[config.mk]
export PLATFORM = sky130hd
export DESIGN_NAME = rv_bridge
export DESIGN_NICKNAME = d
export VERILOG_FILES = /design/src/design/snes_mem_pkg.sv /design/src/design/rv_bridge.sv
export VERILOG_INCLUDE_DIRS = /design/src /design/src/design
export SDC_FILE = /design/constraint.sdc
export NUM_CORES = 1
export LEC_CHECK = 0
export BUFFER_PORTS_ARGS = -buffer_cell sky130_fd_sc_hd__buf_2
export CORE_UTILIZATION = 50
export DETAILED_ROUTE_END_ITERATION = 6
export PLACE_DENSITY = 0.84
export SETUP_SLACK_MARGIN = 0.02
export SLEW_MARGIN = 25
export SYNTH_ARGS = -nofsm -noshare
export SYNTH_HDL_FRONTEND = slang
export SYNTH_SLANG_ARGS = --single-unit
export TNS_END_PERCENT = 50
[constraint.sdc]
create_clock -name mclk -period 3.7 [get_ports mclk]
set_input_delay 0.185 -clock mclk [delete_from_list [all_inputs] [get_ports mclk]]
set_output_delay 0.185 -clock mclk [all_outputs]
set_load 0.1 [all_outputs]
[src/design/snes_mem_config.svh]
`ifndef SNES_MEM_CONFIG_SVH
`define SNES_MEM_CONFIG_SVH

// word memory shared by all clients
`define SM_WADDR_W 12           // word address, top bits are the region
`define SM_REGION_W 2
`define SM_PADDR_W 12           // byte address of one SNES port

// region codes, port i lands in region i+1
`define SM_REGION_ROM 2'd0
`define SM_REGION_WRAM 2'd1
`define SM_REGION_BSRAM 2'd2
`define SM_REGION_ARAM 2'd3

`define SM_STORE_LAT 2          // store read latency in cycles

`define SM_NUM_PORTS 3
// loader, bridge, then the ports
`define SM_NUM_REQ (`SM_NUM_PORTS + 2)

`endif

[src/design/snes_mem_pkg.sv]
`include "snes_mem_config.svh"

package snes_mem_pkg;

    typedef enum logic {
        op_read  = 1'b0,
        op_write = 1'b1
    } mem_op_e;

    // one 16-bit word access to the store
    typedef struct packed {
        logic [`SM_WADDR_W-1:0] word_addr;
        logic [15:0]            wdata;
        logic [1:0]             lanes;      // bit 1 is the high byte
        mem_op_e                op;
    } mem_req_t;

    // byte-wide SNES port
    typedef struct packed {
        logic [`SM_PADDR_W-1:0] addr;
        logic [7:0]             wdata;
        logic                   rd;
        logic                   wr;
    } port_bus_t;

    // 32-bit softcore access, zero strobe means read
    typedef struct packed {
        logic [10:0] addr;
        logic [31:0] wdata;
        logic [3:0]  wstrb;
    } rv_req_t;

    typedef enum logic [1:0] {
        rv_idle,
        rv_wait_lo,
        rv_wait_hi
    } rv_state_e;

    typedef enum logic [1:0] {
        arb_idle,
        arb_busy,
        arb_done
    } arb_state_e;

endpackage

[src/design/rv_bridge.sv]
`timescale 1ns/1ps
`include "snes_mem_config.svh"

module rv_bridge (
    input  logic                    mclk,
    input  logic                    resetn,
    input  logic                    rv_valid,
    input  snes_mem_pkg::rv_req_t   rv_req,
    input  logic                    ack,
    input  logic [15:0]             rdata,
    output logic                    rv_ready,
    output logic [31:0]             rv_rdata,
    output logic                    req,
    output snes_mem_pkg::mem_req_t  req_data
);
    snes_mem_pkg::rv_state_e state;
    logic [15:0]             lo_word;
    logic                    is_write;
    logic                    done;      // outstanding half came back

    assign is_write = rv_req.wstrb != 4'b0;
    assign done     = req == ack;

    // word access for one half of the 32-bit request
    function automatic snes_mem_pkg::mem_req_t half_req(input snes_mem_pkg::rv_req_t r,
                                                         input logic hi);
        snes_mem_pkg::mem_req_t m;
        m.word_addr = {r.addr, hi};
        m.wdata     = hi ? r.wdata[31:16] : r.wdata[15:0];
        if (r.wstrb == 4'b0) begin
            m.lanes = 2'b11;
            m.op    = snes_mem_pkg::op_read;
        end else begin
            m.lanes = hi ? r.wstrb[3:2] : r.wstrb[1:0];
            m.op    = snes_mem_pkg::op_write;
        end
        return m;
    endfunction

    always_ff @(posedge mclk) begin
        if (!resetn) begin
            state    <= snes_mem_pkg::rv_idle;
            req      <= 1'b0;
            rv_ready <= 1'b0;
        end else begin
            rv_ready <= 1'b0;
            case (state)
                snes_mem_pkg::rv_idle: begin
                    // valid is still up during the ready cycle, skip it
                    if (rv_valid && !rv_ready) begin
                        req <= ~req;
                        if (is_write && rv_req.wstrb[1:0] == 2'b00) begin
                            req_data <= half_req(rv_req, 1'b1);    // high half only
                            state    <= snes_mem_pkg::rv_wait_hi;
                        end else begin
                            req_data <= half_req(rv_req, 1'b0);
                            state    <= snes_mem_pkg::rv_wait_lo;
                        end
                    end
                end
                snes_mem_pkg::rv_wait_lo: begin
                    if (done) begin
                        lo_word <= rdata;
                        if (is_write && rv_req.wstrb[3:2] == 2'b00) begin
                            rv_ready <= 1'b1;
                            state    <= snes_mem_pkg::rv_idle;
                        end else begin
                            req      <= ~req;
                            req_data <= half_req(rv_req, 1'b1);
                            state    <= snes_mem_pkg::rv_wait_hi;
                        end
                    end
                end
                snes_mem_pkg::rv_wait_hi: begin
                    if (done) begin
                        rv_rdata <= {rdata, lo_word};
                        rv_ready <= 1'b1;
                        state    <= snes_mem_pkg::rv_idle;
                    end
                end
                default: state <= snes_mem_pkg::rv_idle;
            endcase
        end
    end

    // softcore keeps its request up until it gets ready
    a_valid_held: assert property (@(posedge mclk) disable iff (!resetn)
        (rv_valid && !rv_ready) |=> (rv_valid || rv_ready));

endmodule

==> metrics.md <==
| Metric | Value |
|---|---|
| Status | `completed` |
| Seq cells post-synth | `83` |
| FP Rows | `27` |
| Post-CTS Setup Inserts | `0` |
| Count of port buffers added during placement | `131` |
| Sequential area share after synthesis | `81.4%` |
| WHS Path Cells | `1` |
| Worst Hold Class | `in -> reg` |
| Clock power share | `18.9%` |
| I/O Pins | `132` |
| Final hold vios | `0` |
| Area grow syn2layout | `29.7%` |
| Crit path kind | `reg -> reg` |
| Comb power frac | `40.2%` |
| Max-slew violation count | `0` |
| Warnings from Yosys | `0` |
| Switching power total | `1.33 mW` |
| GRT Overall Usage | `19.2%` |
| R2R Path End | `req_data[28]` |
| Post-Synth Adder-Cell Area | `1.25%` |
| First-pass GRT wire length | `8510 um` |
| Max Used Layer | `met4` |
| CP endpoint kind | `flop` |
| Post-synthesis mux area share | `8.10%` |
| Drt first pass iters | `4` |
| Die height | `79.6 um` |
| WP data required | `3690 ps` |
| XOR/XNOR Fraction of Synth Area | `0.291%` |
| Die ar. | `6340 um2` |
| Min-Delay Endpoint | `req_data[25]` |
| Compound-Gate Fraction of Synth Area | `3.20%` |
| Vias per cell | `4.96` |
| N_diodes | `0` |
| Die X | `79.6 um` |
| Sw Ratio | `43.6%` |
| Avg WL per Cell | `16.1 um` |
| Filler cells | `384` |
| Post-CTS Hold Fix Bufs | `0` |
| Sequential share of power | `40.9%` |
| Syn nets | `215` |
| Final core utilization | `69.3%` |
| Routed wl met2 | `3220 um` |
| RePlAce Congestion | `0.757` |
| Number of max-cap violations | `0` |
| Post-Place Cells | `347` |
| Vias in the first global route | `1810` |
| Final wirelength | `5810 um` |
| Worst r2r src | `state[1]` |
| Slew @ Worst Pin | `727 ps` |
| Int Power | `1.72 mW` |
| Fin crit period | `2110 ps` |
| Total negative slack | `0 ps` |
| Clk_skew | `5.26 ps` |
| Worst EP arrival | `2100 ps` |
| Total grt overflow | `0` |
| Starting DRT DRC Count | `88` |
| Syn Std Cell Area | `3010 um2` |
| Num CTS Buffers | `9` |
| Area of the multi-input gates | `505 um2` |
| Synth Instances | `145` |
| Post-Synth Simple-Gate Area | `3.95%` |
| Post-Layout Cell Count | `362` |
| CTS tree | `built` |
| Worst-path clk slew | `70 ps` |
| Met1 WL | `2140 um` |
| Layout cells sized above 1 | `56.2%` |
| Cell count of the worst reg-to-reg path | `6` |
| Fmax | `473 MHz` |
| Cell variety after synth | `30` |
| Syn Area/Cell | `20.8 um2` |
| Fin nets | `356` |
| Worst skew pair latency | `320 ps` |
| Clock Sinks | `83` |
| Max Fanout on Critical Path | `31` |
| DR vias | `1797` |
| Hold Crit Start | `rv_req[41]` |
| Pwr dens | `782 nW/um2` |
| Startpoint class of the critical path | `flop` |
| DRC | `0` |
| Pin count of the biggest net entering global routing | `33` |
| Initial antenna violation count | `0` |
| Final ANT Viol Nets | `0` |
| Area of the core | `5640 um2` |
| Internal reg-to-reg setup slack | `1590 ps` |
| Slew margin rel. | `51.6%` |
| Met3 wire len | `268 um` |
| Peak supply drop | `419 uV` |
| Root buf cell | `clkbuf_8` |
| Clock tree buffer depth | `2` |
| Max H-tree Level | `3` |
| Reg area | `2450 um2` |
| Largest family of logic cells by synthesized area | `multiplexers` |
| Fin crit share | `57.2%` |
| RSZ-0062 raised after global routing | `no` |
| Final setup fails | `0` |
| Dpl hpwl | `4400 um` |
| Hold slack | `31.8 ps` |
| Leakage | `1.61 nW` |
| Gates resized, CTS repair | `0` |
| Initial Utilization | `53.4%` |
[cells in the mapped netlist]
master     number  area share, %
edfxtp_1       79             79
mux2_4          9            4.5
mux2_2          7            2.6
nor2_1          6           0.75
dfxtp_1         4            2.7
inv_1           4           0.50
and3_1          3           0.62
ha_1            3            1.2
mux2i_1         3            1.0
nand2b_1        3           0.62
o21ai_0         3           0.50
nand3b_1        2           0.50
o31ai_1         2           0.50
a211o_1         1           0.29
a211oi_1        1           0.25
a21oi_1         1           0.17
a2bb2oi_1       1           0.29
a31oi_1         1           0.21
a32o_1          1           0.33
and3b_1         1           0.29
buf_12          1           0.66
buf_4           1           0.25
buf_6           1           0.37
nand2_1         1           0.12
nand4_1         1           0.21
nor2_4          1           0.37
nor2b_4         1           0.46
o2111a_1        1           0.37
o21ai_2         1           0.29
xnor2_1         1           0.29
[cells by family after synthesis]
| group | Yosys count |
|---|---|
| xor gates and xnor gates | 1 |
| DFF | 83 |
| muxes | 19 |
| and+or+nand+nor | 19 |
| adders and majority gates | 3 |
| buffers and inverters | 7 |
| AOI/OAI and AO/OA | 13 |
[sequential cells by signal (all words and copies together), names as in the netlist]
name      cells
lo_word      16
req           1
state         2
rv_ready      1
rv_rdata     32
req_data     31
[power groups by stage]
stage                     combinational [mW]  clock (mW)  sequential (mW)
after CTS                               1.23       0.591             1.25
after floorplan                        0.246           0             2.08
after global routing                    1.27       0.624             1.26
after detailed placement                1.23           0             1.27
after global placement                  1.21           0             1.26
final                                   1.23       0.578             1.25
[layer usage]
metal,up-vias,track usage (%)
li1,849,-
met1,866,20.9
met2,68,33.7
met3,14,3.77
met4,0,12.7
met5,-,0
[critical path, cell delays in order (launching register included)]
cell and delay, ps:
dfxtp_1 360, inv_1 70, ha_1 350, and3b_1 300
a21oi_1 150, and3_1 180, buf_4 350
[worst max-delay path by stage]
stage | startpoint | to | slack (ps) | cells after the start
CTS | state[1] | req_data[22] | 1600 | 6
floorplan | req | req_data[0] | 1120 | 3
global placement | state[1] | req_data[24] | 1700 | 6
finish | state[1] | req_data[28] | 1590 | 6
detailed placement | state[1] | req_data[22] | 1620 | 6
global route | state[1] | req_data[15] | 1420 | 6
[stage by stage]
| step | area, um2 | total power, mW | setup WS (ps) |
|---|---|---|---|
| floorplan | 3010 | 2.32 | 1120 |
| global placement | 3730 | 2.48 | 1700 |
| detailed placement | 3730 | 2.50 | 1620 |
| CTS | 3910 | 3.07 | 1600 |
| global route | 3910 | 3.16 | 1420 |
| finish | 3910 | 3.06 | 1590 |
[cell type report]
class	count	area share [%]
clock buffer	11	3.36
clock inverter	4	1.09
inverter	4	0.384
multi-input combinational	55	12.9
sequential	83	62.8
tap	72	2.31
timing repair buffer	133	17.2
[layout by cell type (no fill, tap or decap), types with 2 or more instances in the layout]
| cell | n |
|---|---|
| buf_2 | 131 |
| edfxtp_1 | 79 |
| mux2_4 | 9 |
| clkbuf_8 | 9 |
| mux2_2 | 7 |
| nor2_1 | 6 |
| inv_1 | 4 |
| dfxtp_1 | 4 |
| mux2i_1 | 3 |
| o21ai_0 | 3 |
| and3_1 | 3 |
| nand2b_1 | 3 |
| ha_1 | 3 |
| nand3b_1 | 2 |
| o31ai_1 | 2 |
| clkbuf_1 | 2 |
| clkinv_1 | 2 |
| buf_4 | 2 |
No activity file was read; power rests on OpenSTA's default activity.
