File: config.mk
export PLATFORM = sky130hd
export DESIGN_NAME = rom_loader
export DESIGN_NICKNAME = d
export VERILOG_FILES = /design/src/design/snes_mem_pkg.sv /design/src/design/rom_loader.sv
export VERILOG_INCLUDE_DIRS = /design/src /design/src/design
export SDC_FILE = /design/constraint.sdc
export NUM_CORES = 1
export LEC_CHECK = 0
export BUFFER_PORTS_ARGS = -buffer_cell sky130_fd_sc_hd__buf_2
export CAP_MARGIN = 20
export CORE_MARGIN = 1
export CORE_UTILIZATION = 40
export CTS_BUF_LIST = sky130_fd_sc_hd__clkbuf_8
export DETAILED_ROUTE_END_ITERATION = 16
export PLACE_DENSITY = 0.64
export SLEW_MARGIN = 10
export SYNTH_ARGS = -nofsm -noshare
export SYNTH_HDL_FRONTEND = slang
export SYNTH_SLANG_ARGS = --single-unit
export TNS_END_PERCENT = 10
File: constraint.sdc
create_clock -name mclk -period 3.2 [get_ports mclk]
set_input_delay 0.64 -clock mclk [delete_from_list [all_inputs] [get_ports mclk]]
set_output_delay 0.64 -clock mclk [all_outputs]
set_load 0.1 [all_outputs]
File: src/design/snes_mem_config.svh
`ifndef SNES_MEM_CONFIG_SVH
`define SNES_MEM_CONFIG_SVH

// word memory shared by all clients
`define SM_WADDR_W 12           // word address, top bits are the region
`define SM_REGION_W 2
`define SM_PADDR_W 12           // byte address of one SNES port

// region codes, port i lands in region i+1
`define SM_REGION_ROM 2'd0
`define SM_REGION_WRAM 2'd1
`define SM_REGION_BSRAM 2'd2
`define SM_REGION_ARAM 2'd3

`define SM_STORE_LAT 2          // store read latency in cycles

`define SM_NUM_PORTS 3
// loader, bridge, then the ports
`define SM_NUM_REQ (`SM_NUM_PORTS + 2)

`endif

File: src/design/snes_mem_pkg.sv
`include "snes_mem_config.svh"

package snes_mem_pkg;

    typedef enum logic {
        op_read  = 1'b0,
        op_write = 1'b1
    } mem_op_e;

    // one 16-bit word access to the store
    typedef struct packed {
        logic [`SM_WADDR_W-1:0] word_addr;
        logic [15:0]            wdata;
        logic [1:0]             lanes;      // bit 1 is the high byte
        mem_op_e                op;
    } mem_req_t;

    // byte-wide SNES port
    typedef struct packed {
        logic [`SM_PADDR_W-1:0] addr;
        logic [7:0]             wdata;
        logic                   rd;
        logic                   wr;
    } port_bus_t;

    // 32-bit softcore access, zero strobe means read
    typedef struct packed {
        logic [10:0] addr;
        logic [31:0] wdata;
        logic [3:0]  wstrb;
    } rv_req_t;

    typedef enum logic [1:0] {
        rv_idle,
        rv_wait_lo,
        rv_wait_hi
    } rv_state_e;

    typedef enum logic [1:0] {
        arb_idle,
        arb_busy,
        arb_done
    } arb_state_e;

endpackage

File: src/design/rom_loader.sv
`timescale 1ns/1ps
`include "snes_mem_config.svh"

module rom_loader (
    input  logic                    mclk,
    input  logic                    resetn,
    input  logic                    load_active,
    input  logic [7:0]              load_byte,
    input  logic                    load_valid,
    input  logic                    ack,
    output logic                    req,
    output snes_mem_pkg::mem_req_t  req_data,
    output logic                    loaded
);
    // byte counter covers the whole ROM region
    localparam int CNT_W = `SM_WADDR_W - `SM_REGION_W + 1;

    logic             active_r;
    logic [CNT_W-1:0] count;
    logic [7:0]       prev_byte;    // even byte waiting for its pair
    logic             take;

    assign take = load_active && load_valid;

    always_ff @(posedge mclk) begin
        if (!resetn) begin
            active_r <= 1'b0;
            count    <= '0;
            req      <= 1'b0;
            loaded   <= 1'b0;
        end else begin
            active_r <= load_active;
            if (take) begin
                count     <= count + CNT_W'(1);
                prev_byte <= load_byte;
                if (count[0]) begin                 // odd byte completes a word
                    req                <= ~req;
                    req_data.word_addr <= {`SM_REGION_ROM, count[CNT_W-1:1]};
                    req_data.wdata     <= {load_byte, prev_byte};
                    req_data.lanes     <= 2'b11;
                    req_data.op        <= snes_mem_pkg::op_write;
                end
            end
            if (load_active && !active_r) begin      // new load starts over
                count  <= '0;
                loaded <= 1'b0;
            end
            if (!load_active && active_r)
                loaded <= 1'b1;
        end
    end

    // byte stream has no back-pressure, previous word must be done by now
    a_no_overrun: assert property (@(posedge mclk) disable iff (!resetn)
        (take && count[0]) |-> (req == ack));

endmodule

==> impl_metrics.env, run 1 <==
export IMPL_clock_fmax_mhz=524
export IMPL_antenna_cells=0
export IMPL_asyncSetResetFlopFracSynth=0
export IMPL_post_drt_via_cell_ratio=4.80
export IMPL_wl_per_cell_um=13.7
export IMPL_final_nets=172
export IMPL_drive_gt1_frac=0.312
export IMPL_largest_net_degree_at_the_start_of_global_routing=20
export IMPL_finalSetupViolations=0
export IMPL_grt_total_usage=0.141
export IMPL_detail_route_wirelength_mm=2.84
export IMPL_final_common_cell="sky130_fd_sc_hd__buf_2"
export IMPL_swShare=0.223
export IMPL_grt_remaining_overflow=0
export IMPL_die_w_um=67.3
export IMPL_synth_area_mm2=0.00171
export IMPL_remaining_antenna_violation_count=0
export IMPL_mostFrequentLayoutCells="sky130_fd_sc_hd__buf_2, sky130_fd_sc_hd__edfxtp_1, sky130_fd_sc_hd__dfxtp_1, sky130_fd_sc_hd__a21oi_1"
export IMPL_synthTopCellsByArea="sky130_fd_sc_hd__edfxtp_1, sky130_fd_sc_hd__dfxtp_1, sky130_fd_sc_hd__a21oi_1"
export IMPL_min_delay_start="prev_byte[5]"
export IMPL_synth_top_area_share=0.598
export IMPL_cp_required_ns=3.18
export IMPL_grt_setup_unrepaired="no"
export IMPL_antenna_found_initial=0
export IMPL_period_needed_ns=1.91
export IMPL_critical_path_slowest_cell="sky130_fd_sc_hd__and2_1"
export IMPL_initialDrtViolationCount=66
export IMPL_worstReg2RegEnd="count[8]"
export IMPL_design_power_total_mw=1.07
export IMPL_clock_skew_ns=0.00449
export IMPL_synth_unique_cells=26
export IMPL_irDropWorstVdd_mv=0.248
export IMPL_hold_path_class="flip-flop to flip-flop"
export IMPL_power_density_cell_area_mw_per_mm2=526
export IMPL_end_kind="flip-flop"
export IMPL_detail_route_drc_violations=0
export IMPL_synth_warning_count=0
export IMPL_holdPathStages=0
export IMPL_power_share_combinational=0.062
export IMPL_power_internal_uw=828
export IMPL_floorplan_initialDensity=0.421
export IMPL_routabilityCongestion=0.715
export IMPL_syn_inst=112
export IMPL_final_instance_count_excl_fill=207
export IMPL_cts_buffer_depth=2
export IMPL_status="complete, no violations"
export IMPL_post_dp_hpwl_mm=1.97
export IMPL_io_pin_count=46
export IMPL_holdBufCountCts=0
export IMPL_hold_viol_final=0
export IMPL_clock_root_buffer="sky130_fd_sc_hd__clkbuf_8"
export IMPL_ff2ff_path_depth=4
export IMPL_postSynth_topFlopCell="sky130_fd_sc_hd__edfxtp_1"
export IMPL_synth_edf_count=34
export IMPL_cap_viol_max_count=0
export IMPL_critPathArrivalTime_ns=1.89
export IMPL_synthDominantAreaCellType="sky130_fd_sc_hd__edfxtp_1"
export IMPL_synth_avg_cell_area_um2=15.2
export IMPL_cts_tree="done"
export IMPL_clk_insertion_delay_late_ns=0.29
export IMPL_clock_power_share=0.305
export IMPL_flow_area_growth_from_synthesis_pct=18.5
export IMPL_fp_dieArea_mm2=0.00454
export IMPL_die_h_um=67.3
export IMPL_ctsResizeCount=0
export IMPL_first_global_vias=945
export IMPL_netSwitchingPower_uw=237
export IMPL_clock_sink_count=48
export IMPL_crit_path_cell_trace="buf_2 > and3_2 > and2_1 > buf_4"
export IMPL_wire_length_of_the_first_global_routing_pass_mm=4.34
export IMPL_drt_pre_antenna_iters=4
export IMPL_cts_buffer_count=5
export IMPL_coreArea_mm2=0.00406
export IMPL_min_period_over_period=0.596
export IMPL_start_kind="input pin"
export IMPL_synth_seq_cells=48
export IMPL_share_seq_of_total_power=0.633
export IMPL_pins_over_their_slew_limit=0
export IMPL_portion_of_the_post_synthesis_area_used_by_sequential_elements=0.762
export IMPL_timing_hold_worst_endpoint="req_data[8]"
export IMPL_path_max_fanout=19
export IMPL_critical_path_reg2reg_startpoint="count[0]"
export IMPL_numPlacedInstances=199
export IMPL_setup_worst_path_class="input pin to flip-flop"
export IMPL_clock_pin_slew_worst_setup_and_hold_paths_ns=0.08
export IMPL_final_hold_worst_slack_ns=0.422
export IMPL_buffer_ports_inserted=39
export IMPL_critPathMaxStageDelay_ns=0.39
export IMPL_static_leakage_power_nw=0.771
export IMPL_vias=994
export IMPL_post_cts_buffers=0
export IMPL_htree_num_levels=2
export IMPL_reg2reg_slack_ns=1.55
export IMPL_setup_total_negative_slack_ns=0
export IMPL_std_cell_rows=23
==> cell usage after synthesis (all sizes together), types with 4 or more instances <==
cell / count
dfxtp: 14
nand4: 4
or3: 4
o31ai: 4
o21ai: 4
edfxtp: 34
a21oi: 9
nand2: 5
or4: 4
buf: 5
nand3: 4
==> power by group through the flow <==
stage | Clock (mW) | Sequential (mW) | Combinational [mW]
after global placement | 0 | 0.688 | 0.0651
after detailed placement | 0 | 0.689 | 0.0667
after floorplan | 0 | 0.702 | 0.0414
after CTS | 0.334 | 0.674 | 0.0669
final | 0.324 | 0.674 | 0.0664
after global routing | 0.362 | 0.675 | 0.0698
==> kinds of logic after synthesis <==
kind of cell / count (synthesis) / synth area share
other: 2 / 0.00440
AOI/OAI and AO/OA: 17 / 0.0557
DFF: 48 / 0.762
adders and majority gates: 3 / 0.0220
xor gates and xnor gates: 3 / 0.0154
muxes: 1 / 0.00586
buffers and inverters: 9 / 0.0308
and+or+nand+nor: 29 / 0.104
==> registers in the layout (all words and copies together) (netlist names) <==
signal and cells:
prev_byte 8, active_r 1, req_data 26, count 11, loaded 1, req 1
==> per-layer routing <==
layer  vias up  global-route usage  wire [um]
met5         -                   0          0
met4         0               0.104         56
met3         5              0.0439        146
met2        27               0.225       1490
met1       468               0.158       1140
li1        494                   -          -
==> layout make-up <==
| class | count | area, um2 |
|---|---|---|
| Clock buffer | 5 | 68.8 |
| Clock inverter | 3 | 11.3 |
| Fill cell | 365 | 2030 |
| Inverter | 3 | 11.3 |
| Multi-Input combinational cell | 58 | 365 |
| Sequential cell | 48 | 1300 |
| Tap cell | 50 | 62.6 |
| Timing Repair Buffer | 40 | 203 |
==> worst max-delay path: cells and delay by family <==
kind,cells,cell delay [ns]
and+or+nand+nor,2,0.73
buffers and inverters,2,0.51
==> worst max-delay path by stage <==
stage                startpoint  slack, ns           end  depth (start not counted)
finish              load_active       1.29  req_data[26]                          4
global route        load_active       1.19  req_data[24]                          4
CTS                 load_active       1.25  req_data[13]                          4
detailed placement  load_active       0.94  req_data[12]                          4
global placement    load_active       1.03   req_data[5]                          4
floorplan                resetn       1.20  req_data[10]                          2
==> per-stage QoR <==
step            util  setup WS [ns]  instance area (um2)
2_1_floorplan      -           1.20                 1720
3_3_place_gp   0.479           1.03                 1940
3_5_place_dp   0.479          0.940                 1940
4_1_cts        0.499           1.25                 2020
5_1_grt        0.499           1.19                 2020
6_report       0.499           1.29                 2020
Note: power is estimated with default switching activity, not from simulation.
==> run 2: changes to the inputs <==
--- a/config.mk
+++ b/config.mk
@@ -12,7 +12,7 @@
 export CORE_UTILIZATION = 40
 export CTS_BUF_LIST = sky130_fd_sc_hd__clkbuf_8
 export DETAILED_ROUTE_END_ITERATION = 16
-export PLACE_DENSITY = 0.64
+export PLACE_DENSITY = 0.66
 export SLEW_MARGIN = 10
 export SYNTH_ARGS = -nofsm -noshare
 export SYNTH_HDL_FRONTEND = slang
==> constraint.sdc (replaced) <==
create_clock -name mclk -period 1.7 [get_ports mclk]
set_input_delay 0.34 -clock mclk [delete_from_list [all_inputs] [get_ports mclk]]
set_output_delay 0.34 -clock mclk [all_outputs]
set_load 0.1 [all_outputs]
==> impl_metrics.env, run 2 (synthesis results as in run 1) <==
export IMPL_share_seq_of_total_power=0.635
export IMPL_clock_fmax_mhz=655
export IMPL_crit_path_cell_trace="ha_1 > nand3_2 > or4_1 > a21oi_1"
export IMPL_hold_path_class="input pin to flip-flop"
export IMPL_htree_num_levels=2
export IMPL_cap_viol_max_count=0
export IMPL_ctsResizeCount=0
export IMPL_path_max_fanout=9
export IMPL_buffer_ports_inserted=39
export IMPL_min_period_over_period=0.898
export IMPL_coreArea_mm2=0.00406
export IMPL_std_cell_rows=23
export IMPL_end_kind="flip-flop"
export IMPL_wl_per_cell_um=12.8
export IMPL_clk_insertion_delay_late_ns=0.29
export IMPL_netSwitchingPower_uw=438
export IMPL_biggestRegsByFlops="req_data (26), count (11), prev_byte (8)"
export IMPL_holdBufCountCts=0
export IMPL_die_w_um=67.3
export IMPL_power_density_cell_area_mw_per_mm2=980
export IMPL_detail_route_drc_violations=0
export IMPL_cp_num_buf_inv=0
export IMPL_initialDrtViolationCount=33
export IMPL_start_kind="flip-flop"
export IMPL_finalSetupViolations=0
export IMPL_critical_path_slowest_cell="sky130_fd_sc_hd__or4_1"
export IMPL_grt_total_usage=0.133
export IMPL_first_global_vias=951
export IMPL_clock_skew_ns=0.00387
export IMPL_reg2reg_slack_ns=0.17
export IMPL_final_cell_area_mm2=0.00204
export IMPL_irDropWorstVdd_mv=0.393
export IMPL_grt_remaining_overflow=0
export IMPL_antenna_found_initial=0
export IMPL_fillCellCount=357
export IMPL_flow_area_growth_from_synthesis_pct=19.5
export IMPL_wire_length_of_the_first_global_routing_pass_mm=4.28
export IMPL_cts_buffer_depth=2
export IMPL_antenna_cells=0
export IMPL_post_dp_hpwl_mm=1.95
export IMPL_vias=1031
export IMPL_critPathTopFamily="simple AND/OR/NAND/NOR gates"
export IMPL_regMostFlops="req_data"
export IMPL_clock_pin_slew_worst_setup_and_hold_paths_ns=0.07
export IMPL_fp_dieArea_mm2=0.00454
export IMPL_setup_worst_path_class="flip-flop to flip-flop"
export IMPL_layout_core_utilization=0.503
export IMPL_detail_route_wirelength_mm=2.67
export IMPL_mostFrequentLayoutCells="sky130_fd_sc_hd__buf_2, sky130_fd_sc_hd__edfxtp_1, sky130_fd_sc_hd__dfxtp_1, sky130_fd_sc_hd__a21oi_1"
export IMPL_post_drt_via_cell_ratio=4.93
export IMPL_hold_viol_final=0
export IMPL_remaining_antenna_violation_count=0
export IMPL_final_nets=174
export IMPL_clock_sink_count=48
export IMPL_setup_total_negative_slack_ns=0
export IMPL_static_leakage_power_nw=0.785
export IMPL_die_h_um=67.3
export IMPL_drive_gt1_frac=0.333
export IMPL_post_cts_buffers=0
export IMPL_pins_over_their_slew_limit=0
export IMPL_cp_required_ns=1.91
export IMPL_period_needed_ns=1.53
export IMPL_critPathArrivalTime_ns=1.73
export IMPL_status="complete, no violations"
export IMPL_multi_input_area_um2=365
export IMPL_io_pin_count=46
export IMPL_cts_tree="done"
export IMPL_clock_power_share=0.301
export IMPL_power_internal_mw=1.56
export IMPL_final_common_cell="sky130_fd_sc_hd__buf_2"
export IMPL_grt_setup_unrepaired="no"
export IMPL_dpl_instance_area_mm2=0.00196
export IMPL_max_reg_flops=26
export IMPL_clock_root_buffer="sky130_fd_sc_hd__clkbuf_8"
export IMPL_floorplan_initialDensity=0.421
export IMPL_regArea_mm2=0.00130
export IMPL_cts_buffer_count=5
export IMPL_drt_pre_antenna_iters=4
export IMPL_largest_net_degree_at_the_start_of_global_routing=17
export IMPL_critPathMaxStageDelay_ns=0.53
export IMPL_swShare=0.219
export IMPL_power_share_combinational=0.064
export IMPL_routabilityCongestion=0.705
==> run 2: path summary, 6_finish.rpt <==
kind	startpoint	to	cells past startpoint
worst max-delay path	count[1]	count[8]	4
worst min-delay path	load_byte[0]	prev_byte[0]	1
worst max register to register	count[1]	count[8]	4
worst min register to register	prev_byte[3]	req_data[6]	0
==> run 2: area by class of cell <==
class | count | share of cell area
well taps | 50 | 0.0307
flip-flops and latches | 48 | 0.638
repair buffers | 42 | 0.107
inverters | 3 | 0.00552
clock inverters | 3 | 0.00613
clock buffers | 5 | 0.0337
multi-input cells | 58 | 0.179
==> run 2: through the flow <==
stage                     power, mW  setup WS, ns  instances  hold slack, ns
after global routing           2.08        0.0510        209           0.226
after CTS                      2.02         0.108        209           0.228
after floorplan                1.40       0.00485        115           0.400
after detailed placement       1.42         0.132        201           0.409
final                          2.00         0.173        209           0.239
after global placement         1.42         0.230        201           0.402
==> run 2: layer usage <==
metal | vias to the layer above | GRT usage | part of all wire
met5 | - | 0 | 0
met4 | 0 | 0.0878 | 0.026
met3 | 7 | 0.0304 | 0.049
met2 | 30 | 0.228 | 0.53
met1 | 495 | 0.147 | 0.39
li1 | 499 | - | -
==> run 2: power by group through the flow <==
stage / combinational [mW] / clock (mW) / sequential, mW
2_1_floorplan: 0.0779 / 0 / 1.32
3_3_place_gp: 0.125 / 0 / 1.29
3_5_place_dp: 0.127 / 0 / 1.30
4_1_cts: 0.128 / 0.627 / 1.27
5_1_grt: 0.135 / 0.670 / 1.27
6_report: 0.127 / 0.603 / 1.27
