File: src/design/snes_mem_config.svh
`ifndef SNES_MEM_CONFIG_SVH
`define SNES_MEM_CONFIG_SVH

// word memory shared by all clients
`define SM_WADDR_W 12           // word address, top bits are the region
`define SM_REGION_W 2
`define SM_PADDR_W 12           // byte address of one SNES port

// region codes, port i lands in region i+1
`define SM_REGION_ROM 2'd0
`define SM_REGION_WRAM 2'd1
`define SM_REGION_BSRAM 2'd2
`define SM_REGION_ARAM 2'd3

`define SM_STORE_LAT 2          // store read latency in cycles

`define SM_NUM_PORTS 3
// loader, bridge, then the ports
`define SM_NUM_REQ (`SM_NUM_PORTS + 2)

`endif

File: src/design/snes_mem_pkg.sv
`include "snes_mem_config.svh"

package snes_mem_pkg;

    typedef enum logic {
        op_read  = 1'b0,
        op_write = 1'b1
    } mem_op_e;

    // one 16-bit word access to the store
    typedef struct packed {
        logic [`SM_WADDR_W-1:0] word_addr;
        logic [15:0]            wdata;
        logic [1:0]             lanes;      // bit 1 is the high byte
        mem_op_e                op;
    } mem_req_t;

    // byte-wide SNES port
    typedef struct packed {
        logic [`SM_PADDR_W-1:0] addr;
        logic [7:0]             wdata;
        logic                   rd;
        logic                   wr;
    } port_bus_t;

    // 32-bit softcore access, zero strobe means read
    typedef struct packed {
        logic [10:0] addr;
        logic [31:0] wdata;
        logic [3:0]  wstrb;
    } rv_req_t;

    typedef enum logic [1:0] {
        rv_idle,
        rv_wait_lo,
        rv_wait_hi
    } rv_state_e;

    typedef enum logic [1:0] {
        arb_idle,
        arb_busy,
        arb_done
    } arb_state_e;

endpackage

File: src/design/word_arbiter.sv
`timescale 1ns/1ps
`include "snes_mem_config.svh"

module word_arbiter (
    input  logic                                        mclk,
    input  logic                                        resetn,
    input  logic [`SM_NUM_REQ-1:0]                      reqs,       // 0 is loader, 1 bridge
    input  snes_mem_pkg::mem_req_t [`SM_NUM_REQ-1:0]    req_data,
    input  logic [15:0]                                 st_rdata,
    output logic [`SM_NUM_REQ-1:0]                      acks,
    output logic [15:0]                                 rdata,
    output logic                                        st_en,
    output snes_mem_pkg::mem_req_t                      st_req
);
    localparam int IDX_W = $clog2(`SM_NUM_REQ);
    localparam int CNT_W = $clog2(`SM_STORE_LAT + 1);

    snes_mem_pkg::arb_state_e state;
    logic [`SM_NUM_REQ-1:0]   pend;
    logic [IDX_W-1:0]         pick;
    logic [IDX_W-1:0]         gnt;      // requester being served
    logic                     found;
    logic [CNT_W-1:0]         cnt;

    assign pend = reqs ^ acks;

    // fixed priority, lowest index wins
    always_comb begin
        pick  = '0;
        found = 1'b0;
        for (int i = `SM_NUM_REQ - 1; i >= 0; i--) begin
            if (pend[i]) begin
                pick  = IDX_W'(i);
                found = 1'b1;
            end
        end
    end

    always_ff @(posedge mclk) begin
        if (!resetn) begin
            state <= snes_mem_pkg::arb_idle;
            acks  <= '0;
            st_en <= 1'b0;
            cnt   <= '0;
        end else begin
            st_en <= 1'b0;      // one issue cycle per grant
            case (state)
                snes_mem_pkg::arb_idle: begin
                    if (found) begin
                        gnt    <= pick;
                        st_req <= req_data[pick];
                        st_en  <= 1'b1;
                        cnt    <= '0;
                        state  <= snes_mem_pkg::arb_busy;
                    end
                end
                snes_mem_pkg::arb_busy: begin
                    // store pipeline drains
                    cnt <= cnt + CNT_W'(1);
                    if (cnt == CNT_W'(`SM_STORE_LAT - 1))
                        state <= snes_mem_pkg::arb_done;
                end
                snes_mem_pkg::arb_done: begin
                    // read word is on st_rdata now
                    rdata     <= st_rdata;
                    acks[gnt] <= ~acks[gnt];
                    state     <= snes_mem_pkg::arb_idle;
                end
                default: state <= snes_mem_pkg::arb_idle;
            endcase
        end
    end

    // completion only goes back to a client that asked
    a_ack_pending: assert property (@(posedge mclk) disable iff (!resetn)
        ((acks ^ $past(acks)) & ~$past(reqs ^ acks)) == '0);

endmodule

File: config.mk
export PLATFORM = sky130hd
export DESIGN_NAME = word_arbiter
export DESIGN_NICKNAME = d
export VERILOG_FILES = /design/src/design/snes_mem_pkg.sv /design/src/design/word_arbiter.sv
export VERILOG_INCLUDE_DIRS = /design/src /design/src/design
export SDC_FILE = /design/constraint.sdc
export NUM_CORES = 1
export LEC_CHECK = 0
export ABC_AREA = 0
export BUFFER_PORTS_ARGS = -buffer_cell sky130_fd_sc_hd__buf_2
export CORE_MARGIN = 2
export CORE_UTILIZATION = 38
export CTS_CLUSTER_SIZE = 28
export DETAILED_ROUTE_END_ITERATION = 12
export GPL_TIMING_DRIVEN = 0
export HOLD_SLACK_MARGIN = 0.02
export PLACE_DENSITY = 0.77
export SYNTH_ARGS = -nofsm -noshare
export SYNTH_HDL_FRONTEND = slang
export SYNTH_SLANG_ARGS = --single-unit
File: constraint.sdc
create_clock -name mclk -period 4.9 [get_ports mclk]
set_input_delay 0.98 -clock mclk [delete_from_list [all_inputs] [get_ports mclk]]
set_output_delay 0.98 -clock mclk [all_outputs]
set_load 0.02 [all_outputs]
==> impl_results.md, run 1 <==
- Iter 0 DRT Violations: 85
- Net Sw Frac: a little under a third
- Worst-Margin Slew: approximately 1300 ps
- Depth of the most critical reg-to-reg path: 4
- Post-cts resize count: 0
- Synth Area in Adders: less than 1%
- Cell area power density: 266 mW/mm²
- Synth Area in Compound Gates: 15.5%
- Commonest non-fill, non-tap cell in the layout: buf_2
- First-pass DRT Iterations: 4
- Post-CTS setup buffers: 0
- Xor and xnor area share after synthesis: under 10%
- DP Cell Count: 596
- NumNets Final: 678
- Sequential element share of the synthesized area: about half
- Startpoint types: primary input
- Die X-Extent: between 90 and 100 µm
- Routed len/inst: roughly 17 µm
- Hold path endpoint: cnt[0]
- P_sw: approximately 0.0004 W
- Synth Warn #: 0
- Commonest cells after routing, fill and taps aside: 236 x buf_2, 63 x mux2i_1, 50 x edfxtp_1, 32 x nor3_1, 31 x a221oi_2
- Finished Layout Cells: ~600
- Worst clock skew: around 15 ps
- Status: complete, no violations
- #FFs+latches synth: 60
- Yosys cell types: 32
- Reg2reg end: st_req[24]
- Placer Congestion: between 0.8 and 0.9
- FF-to-FF Start: acks[0]
- CP max FO: 18
- CTS Sinks: 60
- R2r setup slk: 2310 ps
- P&R area growth vs syn: 42.9%
- Hold Slack: between 500 and 600 ps
- Final Hold Violating Endpoints: 0
- CP max stage delay: roughly 900 ps
- Max_cap viols: 0
- Post-synthesis net count: about 440
- Worst Path Arrival: slightly below 3000 ps
- Main combinational cell family by area after synthesis: multiplexers
- Die area: ~0.010 mm²
- Hold WC Path Type: reg2reg
- CP endpoint kind: flop
- Setup_tns: 0 ps
- Congestion Overflow GR: 0
- Comb pwr share: a little under a quarter
- CTS clock-pin slew for the worst setup and hold paths: approximately 80 ps
- Die Ht: roughly 100 µm
- Mapped Cells: around 260
- Fmax: roughly 340 MHz
- Root buf cell: clkbuf_8
- Share of cells above drive strength 1: about three fifths
- Worst path cell trace: buf_2, xnor2_1, clkbuf_1, a211oi_4, buf_8
- Tot GR Track Use: approximately a fifth
- # diodes: 0
- Vias: approximately 3,200
- HP Start: cnt[0]
- Multiplexer share of the synthesized area: about a fifth
- Slowest CP cell: a211oi_4
- Drt total wl: about 11 mm
- Core Box Area: 0.00881 mm²
- First-pass GRT wire length: between 15 and 20 mm
- Worst skew pair latency: between 300 and 400 ps
- Residual DRC: 0
- Sequential Power Share: approximately 45%
- Largest net degree at the start of global routing: 19
- Internal: between 0.0009 and 0.001 W
- Post-DP HPWL: approximately 8.5 mm
- Kind of critical path: in2reg
- Initial core utilization: between 30% and 40%
- Vias in the first global route: between 3,000 and 4,000
- H-tree Lvls: 3
- Slew Limit Fails: 0
- Post-CTS Hold Fix Bufs: 0
- CTS max path bufs: 2
- Period utilisation layout: between 50% and 60%
- Syn_area_per_cell: approximately 14 µm²
- Endpoints failing setup: 0
- PortBufs: 230
- Clock Power Share: about a third
- Num CTS Buffers: 9
- Drt via density: around 5.2
- FP Rows: 34
- Max-slew headroom: 14.9%
- Post-synth design cell area: approximately 0.0035 mm²
- RSZ-0062 raised after global routing: false
- Leak pwr: around 2.1 nW
- Maximum vdd drop: about 0.13 mV
- Post-Synth Simple-Gate Area: 8.97%
- Tmin final: 2910 ps
- Hold-critical path depth: 1
- I/O pin cnt: around 230
- Buf/Inv on CP: 3
- ANT nets after route: 0
- TritonCTS clock tree: done
- Initial antenna violation count: 0
- CP delay by family, top: compound AO/OA/AOI/OAI gates
- Worst path required time: 4940 ps
[metal layers]
layer	GRT usage (%)	vias up	part of all wire (%)
li1	-	1519	-
met1	23.7	1475	39
met2	38.0	169	51
met3	5.50	25	8.3
met4	7.59	0	2.5
met5	0	-	0
[final cells by class]
class	count	area (µm²)
inverter	4	15.0
clock inverter	7	58.8
tap	108	135
sequential	60	1700
timing repair buffer	231	1170
fill	767	3820
clock buffer	9	124
buffer	20	173
multi-input combinational	173	1610
[per-stage QoR]
step                instance area, µm²  power, W  setup WS (ps)  util (%)
finish                            4980   0.00133           1990      56.6
global route                      4980   0.00139           1830      56.6
CTS                               4980   0.00134           1950      56.6
detailed placement                4800  0.000923           1600      54.5
global placement                  4770  0.000911          -1330      54.2
floorplan                         3490  0.000791            239         -
[power by group through the flow]
stage / clock network [W] / logic, W / registers (W)
after detailed placement: 0 / 0.000310 / 0.000613
final: 0.000419 / 0.000308 / 0.000601
after global routing: 0.000450 / 0.000334 / 0.000604
after CTS: 0.000425 / 0.000312 / 0.000601
after global placement: 0 / 0.000298 / 0.000614
after floorplan: 0 / 0.000148 / 0.000643
[worst max path at each step]
stage                 start          to  slack, ps  cells past startpoint
floorplan           reqs[0]      gnt[0]        240                      3
global placement    reqs[0]  st_req[28]      -1330                      4
detailed placement  reqs[4]  st_req[17]       1600                      5
CTS                 reqs[4]   st_req[7]       1950                      5
global route        reqs[4]  st_req[24]       1830                      5
finish              reqs[4]  st_req[24]       1990                      5
[state kept, by name (all words and copies together) (netlist names)]
| name | cells |
|---|---|
| st_req | 31 |
| rdata | 16 |
| acks | 5 |
| gnt | 3 |
| cnt | 2 |
| state | 2 |
| st_en | 1 |
[cells in the mapped netlist, drive strengths merged]
library cell	number	area, µm²
nor4bb	1	10.0
nor2	10	37.5
nor2b	2	12.5
mux2i	63	631
dfxtp	10	200
a221oi	31	465
inv	4	15.0
o21ai	2	10.0
a21oi	3	15.0
and4bb	1	12.5
and3b	1	8.76
a211oi	3	27.5
mux4	1	22.5
clkbuf	4	15.0
xnor2	6	52.6
nand2	3	11.3
buf	16	158
ha	1	12.5
xor2	3	26.3
or3	1	6.26
edfxtp	50	1500
nor4b	2	17.5
a2bb2oi	1	15.0
nor3	32	160
nand2b	3	18.8
a31oi	1	6.26
nand4bb	1	11.3
nor4	1	6.26
[logic make-up after synthesis]
logic type,count (synthesis)
compound gates,41
simple gates,58
mux,64
fa+ha+maj,1
buf+inv,24
flops,60
xor+xnor,9
(Power assumes the default switching activity.)
==> run 2, diff against run 1 <==
Settings changed: ABC_AREA 0 to 1, CORE_UTILIZATION 38 to 40, PLACE_DENSITY 0.77 to 0.76.
Clock period 4.9 ns to 2.44 ns, I/O delays scaled along.
==> run 2 against run 1 <==
Total power increased by 110%. Die area increased by 12%. Global-route usage increased by 2.2 points. Count of clock-buffer cells in the layout unchanged. Critical path type is now reg2reg. Clock skew decreased by 3.5 ps. Utilization decreased by 0.62 points.
==> impl_results.md, run 2 <==
- Status: complete, no violations
- Max_cap viols: 0
- Routed len/inst: approximately 13 µm
- PortBufs: 230
- Post-synthesis net count: slightly below 800
- Post-cts resize count: 0
- Drt total wl: between 10 and 15 mm
- I/O pin cnt: around 230
- Leak pwr: ~3.2 nW
- Max-slew headroom: a little under a fifth
- Share of async-settable or async-resettable flops after synthesis: 0%
- Placer Congestion: approximately 0.84
- RSZ-0062 raised after global routing: false
- Final Cell Area: 0.00567 mm²
- Cell area power density: between 400 and 500 mW/mm²
- Hold WC Path Type: in2reg
- Post-CTS Hold Fix Bufs: 0
- Vias: 4,543
- First-pass GRT wire length: approximately 20 mm
- CP max stage delay: 940 ps
- CTS max path bufs: 2
- TritonCTS clock tree: done
- Die Ht: roughly 110 µm
- Total power: between 0.002 and 0.003 W
- EDFF count, synth: 50
- Count leader, synth: nand2_1
- P&R area growth vs syn: 38.0%
- Tmin final: 1930 ps
- Yosys cell types: 25
- Main synth FF type: edfxtp_1
- Tot GR Track Use: a little under a quarter
- Iter 0 DRT Violations: a little over 200
- Syn_area_per_cell: a little under 7 µm²
- Slowest CP cell: nor2_1
- Residual DRC: 0
- Core Box Area: just over 0.01 mm²
- Startpoint types: flop
- Post-DP HPWL: ~10 mm
- Commonest non-fill, non-tap cell in the layout: buf_2
- Mapped Cells: between 500 and 600
- Drt via density: roughly 4.6
- ANT nets after route: 0
- CTS clock-pin slew for the worst setup and hold paths: around 70 ps
- Endpoints failing setup: 0
- Vias in the first global route: about 4,300
- First-pass DRT Iterations: 5
- Congestion Overflow GR: 0
- CTS Sinks: 60
- Worst path cell trace: nand2_1, nor2_1
- CP max FO: 16
- Slew Limit Fails: 0
- Top-area cell type share of the netlist area: approximately 37%
- #FFs+latches synth: 60
- FP Rows: 37
- Finished Layout Cells: roughly 1,000
- Maximum vdd drop: between 0.2 and 0.3 mV
- Num CTS Buffers: 9
- Sequential element share of the synthesized area: about two fifths
- CP endpoint kind: flop
- Post-CTS setup buffers: 0
- Post-synth design cell area: roughly 0.0041 mm²
- Hold Slack: 325 ps
- Largest register FFs: 31
- Cell taking the most area after synthesis: edfxtp_1
- Worst clock skew: ~12 ps
- Placed Area: approximately 0.0055 mm²
- Top flop regs: st_req: 31 flops, rdata: 16 flops, acks: 5 flops
- Final core utilization: between 50% and 60%
- Share of cells above drive strength 1: 34.1%
- Most frequent cells after synthesis: 214 x nand2_1, 115 x inv_1, 97 x nand3_1
- Initial core utilization: between 40% and 50%
- Worst-Margin Slew: approximately 1200 ps
- Worst path required time: ~2400 ps
- DP Cell Count: ~960
- Final Hold Violating Endpoints: 0
- Synth area leaders: edfxtp_1 37%, nand2_1 20%, nand3_1 12%, inv_1 10%, nand3b_1 5.7%
- Worst Path Arrival: around 1900 ps
- Die X-Extent: ~110 µm
- Fmax: 518 MHz
- Root buf cell: clkbuf_8
- Period utilisation layout: about 79%
- Most flops, register: st_req
- Die area: 0.0111 mm²
- NumNets Final: around 1,000
- Largest net degree at the start of global routing: 17
- Kind of critical path: reg2reg
- # diodes: 0
- Worst skew pair latency: between 300 and 400 ps
- Initial antenna violation count: 1
- Commonest cells after routing, fill and taps aside: 254 x buf_2, 214 x nand2_1, 115 x inv_1, 97 x nand3_1, 50 x edfxtp_1
- Synth Warn #: 0
- H-tree Lvls: 3
[run 2: through the flow]
stage	setup TNS (ps)	setup WS [ps]
2_1_floorplan	0	80.3
3_3_place_gp	-25130	-741
3_5_place_dp	0	254
4_1_cts	0	474
5_1_grt	0	360
6_report	0	511
[run 2: layout make-up]
| cell class | instances | area (µm²) |
|---|---|---|
| Buffer | 30 | 188 |
| Clock buffer | 9 | 124 |
| Clock inverter | 7 | 67.6 |
| Fill cell | 1024 | 4470 |
| Inverter | 119 | 447 |
| Multi-Input combinational cell | 386 | 1790 |
| Sequential cell | 60 | 1700 |
| Tap cell | 136 | 170 |
| Timing Repair Buffer | 233 | 1180 |
[run 2: logic make-up after synthesis]
| logic type | synth area share (%) |
|---|---|
| adder cells (fa/ha/maj) | 0.304 |
| flip-flops | 41.4 |
| AO/OA/AOI/OAI | 2.40 |
| XOR/XNOR | 0.213 |
| buffers and inverters | 15.4 |
| AND/OR/NAND/NOR | 40.3 |
[run 2: path summary, 6_finish.rpt]
path	start	to	slack, ps	depth (start not counted)
max	state[1]	rdata[13]	510	2
max reg2reg	state[1]	rdata[13]	510	2
min	st_rdata[10]	rdata[10]	320	1
min reg2reg	cnt[0]	cnt[0]	460	1
[run 2: power by group]
part           internal, W  switching [W]  total (W)
Clock             0.000466       0.000430   0.000896
Combinational     0.000278       0.000388   0.000666
Sequential         0.00119      0.0000200    0.00121
Total              0.00193       0.000838    0.00277
[run 2: per-layer routing]
metal | global-route usage [%] | share of wire, % | vias up
met5 | 0 | 0.099 | -
met4 | 9.43 | 2.1 | 2
met3 | 4.02 | 7.9 | 26
met2 | 39.8 | 48 | 212
met1 | 28.8 | 42 | 1959
li1 | - | - | 2344
[run 2: worst max-delay path: cells and delay by family (launching register included)]
kind          cells  cell delay, ps
flops             1             440
simple gates      2            1100
==> run 3, diff against run 2 <==
Clock period 2.44 ns to 1.6 ns, I/O delays scaled along.
==> run 3 against run 2 <==
The flow now finishes with violations (setup timing). Die area unchanged. Critical path depth up 7. Total power up 58%. Register-to-register slack worse by 570 ps. Clock skew up 4.1 ps. First-iteration DRC count up 9.8%. Critical path type unchanged. Largest cell class unchanged.
==> impl_results.md, run 3 (synthesis gave the netlist of run 2 again) <==
- Congestion Overflow GR: 0
- Kind of critical path: reg2reg
- Initial antenna violation count: 0
- Final setup margin: -63.3 ps
- Max-slew headroom: between 60 and 70%
- Worst clock skew: ~16 ps
- Final Cell Area: about 0.0065 mm²
- P&R area growth vs syn: 57.1%
- Post-CTS Hold Fix Bufs: 0
- RSZ-0062 raised after global routing: true
- Period utilisation layout: 104%
- HP Start: st_rdata[6]
- TritonCTS clock tree: done
- Slew Limit Fails: 0
- Finished Layout Cells: approximately 1,000
- Die area: 0.0111 mm²
- Leak pwr: around 3.5 nW
- Num CTS Buffers: 9
- Largest register FFs: 31
- H-tree Lvls: 3
- Worst path required time: approximately 1600 ps
- Cell area power density: between 600 and 700 mW/mm²
- FF-to-FF Start: acks[2]
- Die Ht: 105 µm
- Total power: 0.00436 W
- Worst-Margin Slew: about 450 ps
- Endpoints failing setup: 36
- Largest net degree at the start of global routing: 17
- CTS max path bufs: 2
- Tot GR Track Use: approximately a quarter
- Root buf cell: clkbuf_8
- Top flop regs: st_req: 31 flops, rdata: 16 flops, acks: 5 flops
- Fmax: 601 MHz
- Vias: 4,805
- Worst skew pair latency: about 350 ps
- First-pass DRT Iterations: 5
- PortBufs: 230
- FP Rows: 37
- Initial core utilization: 40.6%
- Hold WC Path Type: in2reg
- CTS Sinks: 60
- Post-DP HPWL: between 10 and 15 mm
- Net Sw Frac: 32.6%
- Share of cells above drive strength 1: a little over two fifths
- Iter 0 DRT Violations: between 200 and 250
- I/O pin cnt: 231
- Sequential Power Share: a little over two fifths
- Clock Power Share: between 20 and 30%
- CTS clock-pin slew for the worst setup and hold paths: roughly 80 ps
- Die X-Extent: around 110 µm
- Final core utilization: 63.7%
- FILL cells: roughly 950
- Hold-critical path depth: 1
- Commonest non-fill, non-tap cell in the layout: buf_2
- Commonest cells after routing, fill and taps aside: 231 x buf_2, 186 x nand2_1, 112 x inv_1, 83 x nand3_1, 50 x edfxtp_1
- P_sw: 0.00142 W
- Vias in the first global route: roughly 4,500
- Drt total wl: approximately 15 mm
- Maximum vdd drop: approximately 0.34 mV
- NumNets Final: 1,045
- Hold Slack: approximately 140 ps
- Comb pwr share: between 20% and 30%
- Drt via density: between 4 and 5
- Max_cap viols: 0
- ANT nets after route: 0
- # diodes: 0
- CP endpoint kind: flop
- Startpoint types: flop
- Most flops, register: st_req
- Core Box Area: 0.0101 mm²
- R2r setup slk: -60 ps
- Placed Area: ~0.0055 mm²
- Hold path endpoint: rdata[6]
- Residual DRC: 0
- Depth of the most critical reg-to-reg path: 9
- CP max FO: 14
- Reg2reg end: st_req[22]
- Internal: between 0.002 and 0.003 W
- Status: complete, but fails checks
- Placer Congestion: 0.834
- Final Hold Violating Endpoints: 0
- Failing checks: setup timing
- First-pass GRT wire length: 21.8 mm
- Routed len/inst: approximately 15 µm
- Worst Path Arrival: ~1700 ps
- DP Cell Count: 963
- Tmin final: between 1500 and 2000 ps
==> run 3: cell types whose count changed in the layout (fill, tap and decap cells not counted), sizes merged <==
cell    change
bufinv      -1
nand2       +2
clkbuf      +5
inv         +1
buf        +20
==> run 3: what timing repair did <==
action                                  in CTS  in global routing
pin swaps                                    3                 23
endpoints found under the setup margin      82                 62
hold endpoints to repair                     0                  0
gates resized for setup                     44                 78
setup buffers                               13                  8
gates cloned                                 1                  7
==> run 3: per-layer routing <==
layer,track usage [%],share of wire [%]
met5,0,0
met2,43.3,51
met1,30.2,40
met4,9.71,1.6
met3,5.88,7.4
==> run 3: metrics by stage <==
step                TNS (ps)  setup slack [ps]
finish                 -1440             -63.3
global route           -6140              -140
CTS                    -13.5             -9.76
detailed placement    -27730              -499
global placement      -62640             -1500
floorplan             -24620              -717
==> run 3: final cells by class <==
| class | instances | area, µm² | area share (%) |
|---|---|---|---|
| buffer | 30 | 354 | 5.48 |
| clock buffer | 9 | 124 | 1.92 |
| clock inverter | 7 | 51.3 | 0.794 |
| inverter | 119 | 452 | 6.99 |
| multi-input combinational | 388 | 2050 | 31.7 |
| sequential | 60 | 1720 | 26.6 |
| tap | 136 | 170 | 2.63 |
| timing repair buffer | 258 | 1540 | 23.8 |
==> run 3: how the worst max path moves through the flow <==
stage | endpoint | depth (start not counted) | start
final | st_req[22] | 9 | acks[2]
after global routing | st_req[22] | 9 | acks[2]
after CTS | st_req[22] | 10 | acks[3]
after detailed placement | st_req[25] | 8 | reqs[3]
after global placement | st_req[25] | 7 | reqs[4]
after floorplan | gnt[0] | 6 | acks[3]
==> run 3: critical path: stages (launching register included) <==
cell	delay [ps]
dfxtp_4	370
inv_2	40
nand2_2	60
nand2_4	90
buf_4	150
nand3_2	70
nor2_2	60
nor4_4	160
buf_4	170
buf_6	180
==> run 3: power by group through the flow <==
stage | combinational [W] | sequential [W] | clock [W]
2_1_floorplan | 0.000495 | 0.00196 | 0
3_3_place_gp | 0.000994 | 0.00187 | 0
3_5_place_dp | 0.00102 | 0.00187 | 0
4_1_cts | 0.00111 | 0.00183 | 0.00129
5_1_grt | 0.00139 | 0.00184 | 0.00136
6_report | 0.00126 | 0.00183 | 0.00127
